==> config.mk <==
export PLATFORM = sky130hd
export DESIGN_NAME = conv_top
export DESIGN_NICKNAME = d
export VERILOG_FILES = /design/src/conv_pkg.sv /design/src/conv_config_loader.sv /design/src/conv_controller.sv /design/src/conv_counter.sv /design/src/conv_line_buffer.sv /design/src/conv_window_mac.sv /design/src/conv_top.sv
export SDC_FILE = /design/constraint.sdc
export NUM_CORES = 2
export LEC_CHECK = 0
export ABC_AREA = 1
export BUFFER_PORTS_ARGS = -buffer_cell sky130_fd_sc_hd__buf_2
export CELL_PAD_IN_SITES_DETAIL_PLACEMENT = 0
export CELL_PAD_IN_SITES_GLOBAL_PLACEMENT = 1
export CORE_ASPECT_RATIO = 1.1
export CORE_MARGIN = 2
export CORE_UTILIZATION = 30
export CTS_BUF_LIST = sky130_fd_sc_hd__clkbuf_4
export DETAILED_ROUTE_END_ITERATION = 7
export MAX_ROUTING_LAYER = met4
export PLACE_DENSITY = 0.62
export REMOVE_ABC_BUFFERS = 1
export SLEW_MARGIN = 30
export SYNTH_ARGS = -nofsm -noshare
export SYNTH_HDL_FRONTEND = slang
export SYNTH_HIERARCHICAL = 1
export SYNTH_SLANG_ARGS = --single-unit
==> constraint.sdc <==
create_clock -name clk -period 7.55 [get_ports clk]
set_clock_uncertainty 0.2 [all_clocks]
set_input_delay 1.1325 -clock clk [delete_from_list [all_inputs] [get_ports clk]]
set_output_delay 1.1325 -clock clk [all_outputs]
set_load 0.02 [all_outputs]
==> src/conv_pkg.sv <==
package conv_pkg;

	typedef logic [7:0] pixel_t;
	typedef logic signed [7:0] coef_t;
	typedef logic signed [19:0] result_t;   // nine 17-bit products plus growth
	typedef logic [31:0] addr_t;
	typedef logic [6:0] dim_t;

	localparam int MAX_WIDTH = 64;
	localparam int MAX_HEIGHT = 64;
	localparam int MIN_DIM = 3;
	localparam int COL_BITS = $clog2(MAX_WIDTH);

	localparam int WIN_SIZE = 3;
	localparam int NUM_COEFS = WIN_SIZE * WIN_SIZE;

	// config stream order is start word, width, height, start address, coefs 0..8
	localparam addr_t START_CMD = 32'h0000_0001;
	localparam int CONFIG_WORDS = 12;

	localparam int MAC_LATENCY = 2;

endpackage

==> src/conv_config_loader.sv <==
`timescale 1ns/1ps

module conv_config_loader
	import conv_pkg::*;
(
	input  logic  clk,
	input  logic  rst_n,
	input  logic  load_en,
	input  addr_t data_mem,
	input  logic  mapped_data_valid,
	output logic  start_seen,
	output logic  config_done,
	output dim_t  image_width,
	output dim_t  image_height,
	output addr_t start_address,
	output coef_t coefs [NUM_COEFS]
);

	logic       capturing;
	logic [3:0] word_idx;

	function automatic dim_t clamp_dim(addr_t word, int unsigned limit);
		if (word < MIN_DIM)
			return dim_t'(MIN_DIM);
		if (word > limit)
			return dim_t'(limit);
		return dim_t'(word);
	endfunction

	assign start_seen = load_en && !capturing && mapped_data_valid && (data_mem == START_CMD);

	always_ff @(posedge clk, negedge rst_n) begin
		if (!rst_n) begin
			capturing <= 1'b0;
			word_idx <= '0;
			config_done <= 1'b0;
		end else begin
			config_done <= 1'b0;
			if (start_seen) begin
				capturing <= 1'b1;
				word_idx <= '0;
			end else if (capturing && mapped_data_valid) begin
				word_idx <= word_idx + 1'b1;
				if (word_idx == 4'(CONFIG_WORDS - 1)) begin
					capturing <= 1'b0;
					config_done <= 1'b1;   // one cycle after last word
				end
			end
		end
	end

	always_ff @(posedge clk) begin
		if (capturing && mapped_data_valid) begin
			case (word_idx)
				4'd0: image_width <= clamp_dim(data_mem, MAX_WIDTH);
				4'd1: image_height <= clamp_dim(data_mem, MAX_HEIGHT);
				4'd2: start_address <= data_mem;
				default: coefs[word_idx - 4'd3] <= coef_t'(data_mem[7:0]);   // low byte only
			endcase
		end
	end

endmodule

==> src/conv_controller.sv <==
`timescale 1ns/1ps

module conv_controller
	import conv_pkg::*;
(
	input  logic  clk,
	input  logic  rst_n,
	input  logic  start_seen,
	input  logic  config_done,
	input  dim_t  image_width,
	input  dim_t  image_height,
	input  addr_t start_address,
	input  logic  making_request,
	input  logic  pixel_valid,
	input  dim_t  col,
	input  dim_t  row,
	input  logic  col_last,
	input  logic  row_last,
	output logic  load_en,
	output logic  counter_clear,
	output logic  shift_cols,
	output logic  window_valid,
	output addr_t out_address,
	output logic  request_read,
	output addr_t read_address,
	output logic  done,
	output logic  busy
);

	typedef enum logic [2:0] {
		IDLE,
		LOAD_CONFIG,
		ROW_REQUEST,
		ROW_STREAM,
		DRAIN,
		DONE
	} state_e;

	state_e      state;
	state_e      next;
	logic [1:0]  drain_cnt;
	logic [13:0] row_offset;

	always_ff @(posedge clk, negedge rst_n) begin
		if (!rst_n)
			state <= IDLE;
		else
			state <= next;
	end

	always_comb begin
		next = state;
		case (state)
			IDLE: if (start_seen)
				next = LOAD_CONFIG;
			LOAD_CONFIG: if (config_done)
				next = ROW_REQUEST;
			ROW_REQUEST: if (!making_request)
				next = ROW_STREAM;
			ROW_STREAM: if (shift_cols && col_last)
				next = row_last ? DRAIN : ROW_REQUEST;
			DRAIN: if (drain_cnt == 2'(MAC_LATENCY - 1))
				next = DONE;
			DONE:
				next = IDLE;
			default:
				next = IDLE;
		endcase
	end

	always_ff @(posedge clk, negedge rst_n) begin
		if (!rst_n)
			drain_cnt <= '0;
		else if (state == DRAIN)
			drain_cnt <= drain_cnt + 1'b1;
		else
			drain_cnt <= '0;
	end

	// result index counts interior windows row-major
	always_ff @(posedge clk, negedge rst_n) begin
		if (!rst_n)
			out_address <= '0;
		else if (counter_clear)
			out_address <= '0;
		else if (window_valid)
			out_address <= out_address + 1'b1;
	end

	assign row_offset = row * image_width;

	assign load_en = (state == IDLE);
	assign busy = (state != IDLE);
	assign counter_clear = (state == LOAD_CONFIG);
	assign shift_cols = (state == ROW_STREAM) && pixel_valid;
	assign window_valid = shift_cols && (row >= WIN_SIZE - 1) && (col >= WIN_SIZE - 1);
	assign request_read = (state == ROW_REQUEST) && !making_request;
	assign read_address = start_address + addr_t'(row_offset);
	assign done = (state == DONE);

endmodule

==> src/conv_counter.sv <==
`timescale 1ns/1ps

module conv_counter
	import conv_pkg::*;
(
	input  logic clk,
	input  logic rst_n,
	input  logic clear,
	input  logic step,
	input  dim_t image_width,
	input  dim_t image_height,
	output dim_t col,
	output dim_t row,
	output logic col_last,
	output logic row_last
);

	assign col_last = (col == image_width - 1'b1);
	assign row_last = (row == image_height - 1'b1);

	always_ff @(posedge clk, negedge rst_n) begin
		if (!rst_n) begin
			col <= '0;
			row <= '0;
		end else if (clear) begin
			col <= '0;
			row <= '0;
		end else if (step) begin
			if (col_last) begin
				col <= '0;
				row <= row + 1'b1;   // ends at height after last pixel
			end else begin
				col <= col + 1'b1;
			end
		end
	end

endmodule

==> src/conv_line_buffer.sv <==
`timescale 1ns/1ps

module conv_line_buffer
	import conv_pkg::*;
(
	input  logic   clk,
	input  logic   rst_n,
	input  logic   shift_cols,
	input  dim_t   col,
	input  pixel_t pixel,
	output pixel_t tap_up1,
	output pixel_t tap_up2
);

	pixel_t row_up1 [MAX_WIDTH];
	pixel_t row_up2 [MAX_WIDTH];

	logic [MAX_WIDTH-1:0] filled_up1;   // column written at least once
	logic [MAX_WIDTH-1:0] filled_up2;
	logic [COL_BITS-1:0]  idx;

	assign idx = col[COL_BITS-1:0];

	// unwritten slots read as zero
	assign tap_up1 = filled_up1[idx] ? row_up1[idx] : '0;
	assign tap_up2 = filled_up2[idx] ? row_up2[idx] : '0;

	always_ff @(posedge clk) begin
		if (shift_cols) begin
			row_up1[idx] <= pixel;
			row_up2[idx] <= tap_up1;   // row above moves up one
		end
	end

	always_ff @(posedge clk, negedge rst_n) begin
		if (!rst_n) begin
			filled_up1 <= '0;
			filled_up2 <= '0;
		end else if (shift_cols) begin
			filled_up1[idx] <= 1'b1;
			filled_up2[idx] <= filled_up1[idx];
		end
	end

endmodule

==> src/conv_window_mac.sv <==
`timescale 1ns/1ps

module conv_window_mac
	import conv_pkg::*;
(
	input  logic    clk,
	input  logic    rst_n,
	input  logic    shift_cols,
	input  logic    window_valid,
	input  pixel_t  pixel,
	input  pixel_t  tap_up1,
	input  pixel_t  tap_up2,
	input  coef_t   coefs [NUM_COEFS],
	input  addr_t   out_address,
	output result_t result,
	output logic    result_valid,
	output addr_t   write_address
);

	typedef logic signed [16:0] prod_t;

	pixel_t  hist [WIN_SIZE][WIN_SIZE-1];   // older columns with index 0 oldest
	pixel_t  live [WIN_SIZE];
	pixel_t  win [NUM_COEFS];
	prod_t   prod_q [NUM_COEFS];
	addr_t   addr_q;
	logic    valid_q;
	result_t sum;

	assign live[0] = tap_up2;
	assign live[1] = tap_up1;
	assign live[2] = pixel;

	// window including the incoming column
	always_comb begin
		for (int r = 0; r < WIN_SIZE; r++) begin
			for (int c = 0; c < WIN_SIZE - 1; c++)
				win[r*WIN_SIZE + c] = hist[r][c];
			win[r*WIN_SIZE + WIN_SIZE - 1] = live[r];
		end
	end

	always_ff @(posedge clk) begin
		if (shift_cols) begin
			for (int r = 0; r < WIN_SIZE; r++) begin
				for (int c = 0; c < WIN_SIZE - 2; c++)
					hist[r][c] <= hist[r][c+1];
				hist[r][WIN_SIZE-2] <= live[r];
			end
		end
	end

	// stage one registers the products
	always_ff @(posedge clk) begin
		if (window_valid) begin
			for (int k = 0; k < NUM_COEFS; k++)
				prod_q[k] <= $signed({1'b0, win[k]}) * coefs[k];
			addr_q <= out_address;
		end
	end

	always_comb begin
		sum = '0;
		for (int k = 0; k < NUM_COEFS; k++)
			sum += result_t'(prod_q[k]);
	end

	// stage two sums into the result
	always_ff @(posedge clk) begin
		if (valid_q) begin
			result <= sum;
			write_address <= addr_q;
		end
	end

	always_ff @(posedge clk, negedge rst_n) begin
		if (!rst_n) begin
			valid_q <= 1'b0;
			result_valid <= 1'b0;
		end else begin
			valid_q <= window_valid;
			result_valid <= valid_q;
		end
	end

endmodule

==> src/conv_top.sv <==
`timescale 1ns/1ps

module conv_top
	import conv_pkg::*;
(
	input  logic    clk,
	input  logic    rst_n,
	input  addr_t   data_mem,
	input  logic    mapped_data_valid,
	input  logic    making_request,
	input  pixel_t  pixel,
	input  logic    pixel_valid,
	output logic    request_read,
	output addr_t   read_address,
	output result_t result,
	output logic    result_valid,
	output addr_t   write_address,
	output logic    done,
	output logic    busy
);

	logic   load_en;
	logic   start_seen;
	logic   config_done;
	dim_t   image_width;
	dim_t   image_height;
	addr_t  start_address;
	coef_t  coefs [NUM_COEFS];
	logic   counter_clear;
	logic   shift_cols;
	logic   window_valid;
	addr_t  out_address;
	dim_t   col;
	dim_t   row;
	logic   col_last;
	logic   row_last;
	pixel_t tap_up1;
	pixel_t tap_up2;

	conv_config_loader loader (
		.clk               (clk),
		.rst_n             (rst_n),
		.load_en           (load_en),
		.data_mem          (data_mem),
		.mapped_data_valid (mapped_data_valid),
		.start_seen        (start_seen),
		.config_done       (config_done),
		.image_width       (image_width),
		.image_height      (image_height),
		.start_address     (start_address),
		.coefs             (coefs)
	);

	conv_controller controller (
		.clk            (clk),
		.rst_n          (rst_n),
		.start_seen     (start_seen),
		.config_done    (config_done),
		.image_width    (image_width),
		.image_height   (image_height),
		.start_address  (start_address),
		.making_request (making_request),
		.pixel_valid    (pixel_valid),
		.col            (col),
		.row            (row),
		.col_last       (col_last),
		.row_last       (row_last),
		.load_en        (load_en),
		.counter_clear  (counter_clear),
		.shift_cols     (shift_cols),
		.window_valid   (window_valid),
		.out_address    (out_address),
		.request_read   (request_read),
		.read_address   (read_address),
		.done           (done),
		.busy           (busy)
	);

	conv_counter counter (
		.clk          (clk),
		.rst_n        (rst_n),
		.clear        (counter_clear),
		.step         (shift_cols),
		.image_width  (image_width),
		.image_height (image_height),
		.col          (col),
		.row          (row),
		.col_last     (col_last),
		.row_last     (row_last)
	);

	conv_line_buffer line_buffer (
		.clk        (clk),
		.rst_n      (rst_n),
		.shift_cols (shift_cols),
		.col        (col),
		.pixel      (pixel),
		.tap_up1    (tap_up1),
		.tap_up2    (tap_up2)
	);

	conv_window_mac mac (
		.clk           (clk),
		.rst_n         (rst_n),
		.shift_cols    (shift_cols),
		.window_valid  (window_valid),
		.pixel         (pixel),
		.tap_up1       (tap_up1),
		.tap_up2       (tap_up2),
		.coefs         (coefs),
		.out_address   (out_address),
		.result        (result),
		.result_valid  (result_valid),
		.write_address (write_address)
	);

endmodule

==> out/metrics.cfg <==
[floorplanning]
fp.dieArea_mm2 = 0.3171
start_util_pct = 30.10
placementRows = 215
die_w_um = 537.1
fp.dieH_um = 590.4
core-area_mm2 = 0.3115
num_io_pins = 133

[critical_path]
arrival_ps = 5800
critPathMaxFanout = 12
end_kind = output pin
startpoint_type = register
critical_path_required_ps = 6220
crit_type = reg2out

[sta]
finalCritPeriodShare_pct = 94.46
period_minus_slack_ps = 7132
fmax_mhz = 140.2
tightestPinTransition_ps = 1014
drv_slew = 0
tns_ps = 0
setup_viol = 0
hold_viol = 0
fin_hold_ws_ps = 183.7
slew_headroom_pct = 32.38

[drt]
route.detailed.drc = 0
wirelength_mm = 284.1
vias = 68230
via_per_inst = 4.511
wire_per_inst_um = 18.79
drt-pass1-iter-count = 6
drtIter0Drc = 4744
final_antenna_net_count = 0

[pwr]
p_leak_nw = 51.19
powerDensity_mw_per_mm2 = 380.8
ir_drop_v = 0.0005447

[yosys]
yosys_warnings = 6
synth.area.top_cells = edfxtp_1 46%, nand2_1 18%, fa_1 10%
ys_seq_elements = 1614
synthCells = 10160
seq_area_frac_synth_pct = 50.68
synth_top_area_share_pct = 45.69
yosysUniqueCellTypes = 49
synth_area_leader_cell = edfxtp_1
syn_area_mm2 = 0.09378
synth_ff_type = edfxtp_1
async_flop_share_pct = 11.59
synth-edff-count = 1427
avgSynthCellArea_um2 = 9.232

[finish]
drive_above_1_share_pct = 11.19
area_delta_synth_final_pct = 13.32
num-nets-final = 11590

[cts]
tritoncts = yes
clock_sinks = 1614
clk_pin_slew_worst_paths_ps = 60
cts_buffer_depth = 4
clk_latency_ps = 1510
ctsRootBufferMaster = clkbuf_4
ctsHtreeMaxLevel = 5
cts_buffers = 443

[worst_hold_path]
hold_path_class = in2reg

[grt]
grt-ovfl-total = 0
antenna_found_initial = 25
grt_max_degree = 143
grt_pass1_vias = 69500
grt_first_pass_wirelength_mm = 429.3
grtUsageTotal_pct = 18.38

[place]
hpwl_mm = 190.9
io_buffers = 132
place_congestion = 0.8849

[outcome]
status = complete, no violations

[job]
drv_cap = 0

==> sequential cells by signal, indices dropped and copies added, names as in the netlist, 20 cells and up <==
name / cells
line_buffer/row_up1: 512
line_buffer/row_up2: 512
mac/prod_q: 153
loader/coefs: 72
line_buffer/filled_up1: 64
line_buffer/filled_up2: 64
mac/hist: 48
controller/out_address: 32
loader/start_address: 32
mac/addr_q: 32
mac/write_address: 32
mac/result: 20
==> critical path, stage by stage, from the launching register on <==
cell     delay (ps)
dfrtp_2         530
nand2_1         130
fa_1            520
fa_1            550
inv_1            60
fa_1            540
inv_1            60
fa_1            530
inv_1            50
ha_1            350
nand2_1         170
inv_1            60
nand2_1          90
nand3_2         130
nand2_1         100
nand2_1         110
nand2_1         110
nand2_1          60
nand2_1          60
nand2_1          50
buf_2           150
==> report_power, final <==
part | leakage (nW) | switching [mW] | total [mW] | internal, mW
combinational | 32.5 | 13.8 | 19.9 | 6.06
sequential | 15.2 | 0.506 | 12.3 | 11.8
clock | 3.52 | 3.93 | 8.29 | 4.35
==> layer usage <==
layer,global-route usage [%],wire length (um),up-vias
met1,23.39,125700,33370
met3,2.729,14750,412
li1,-,-,32700
met2,30.43,136700,1749
met4,5.005,7040,0
met5,-,0,-
==> cell usage after synthesis (38+ instances only) <==
library cell  instances
nand2_1            4542
inv_1              1489
edfxtp_1           1427
fa_1                490
ha_1                458
nor2_1              382
clkbuf_1            222
nand3_1             201
dfrtp_1             187
buf_2               104
a21oi_1              99
xor2_1               87
or2_2                53
nor3_1               49
nand4_1              47
o21ai_0              47
buf_1                41
xnor2_1              38
==> timing repair <==
action / CTS / global route
setup buffers: 0 / 23
pin swaps: 0 / 0
setup endpoints to repair: 10 / 21
hold buffers: 41 / 0
resized for setup: 5 / 9
hold endpoints to repair: 226 / 0
==> layout make-up <==
cell class,instances,area (um2)
clock buffers,668,5015
fillers,32250,205200
multi-input cells,6649,38960
diodes,30,75.07
clock inverters,151,912.1
flip-flops and latches,1614,47550
inverters,1507,5684
well taps,4123,5159
repair buffers,383,2904
==> per-stage QoR <==
stage	cell area, um2	setup WS [ps]	utilization, %	power [mW]	cells
global placement	99580	470.0	31.97	32.46	14210
detailed placement	99630	515.0	31.98	32.54	14210
finish	106300	417.9	34.11	40.47	15130
global route	106200	-33.98	34.11	44.12	15120
floorplan	92080	-21680	-	26.03	9770
CTS	106000	0.2744	34.02	41.11	15070
==> cells in the final DEF, fill, tap and decap left out, drive strengths merged, types with 13 or more instances in the layout <==
master	n
clkbuf	668
buf	342
o211ai	16
dlygate4sd3	41
dfrtp	187
nand3	207
o21ai	89
a31oi	18
or2	53
diode	30
nand2	4558
edfxtp	1427
inv	1509
nor2	392
ha	458
xnor2	38
a21oi	99
xor2	88
nand4	47
fa	490
a21o	13
nor3	61
clkinv	134
==> logic make-up after synthesis <==
| family | after synthesis | synth area share [%] |
|---|---|---|
| XOR/XNOR | 126 | 1.185 |
| adder cells (fa/ha/maj) | 948 | 16.57 |
| flip-flops | 1614 | 50.68 |
| AO/OA/AOI/OAI | 248 | 1.524 |
| multiplexers | 1 | 0.01067 |
| buffers and inverters | 1895 | 7.849 |
| AND/OR/NAND/NOR | 5326 | 22.18 |
==> final timing paths <==
path / from / endpoint / slack, ps / depth (start not counted)
worst max-delay path: counter/row[0] / read_address[23] / 420 / 20
worst min-delay path: data_mem[2] / loader/coefs[66] / 180 / 1
worst max register to register: counter/col[0] / mac/prod_q[0][49] / 510 / 31
worst min register to register: mac/addr_q[24] / mac/write_address[24] / 210 / 0
max in group asynchronous: rst_n / line_buffer/filled_up2[34] / 5000 / 4
min in group asynchronous: rst_n / line_buffer/filled_up1[40] / 640 / 3
Note: power is estimated with default switching activity, not from simulation.
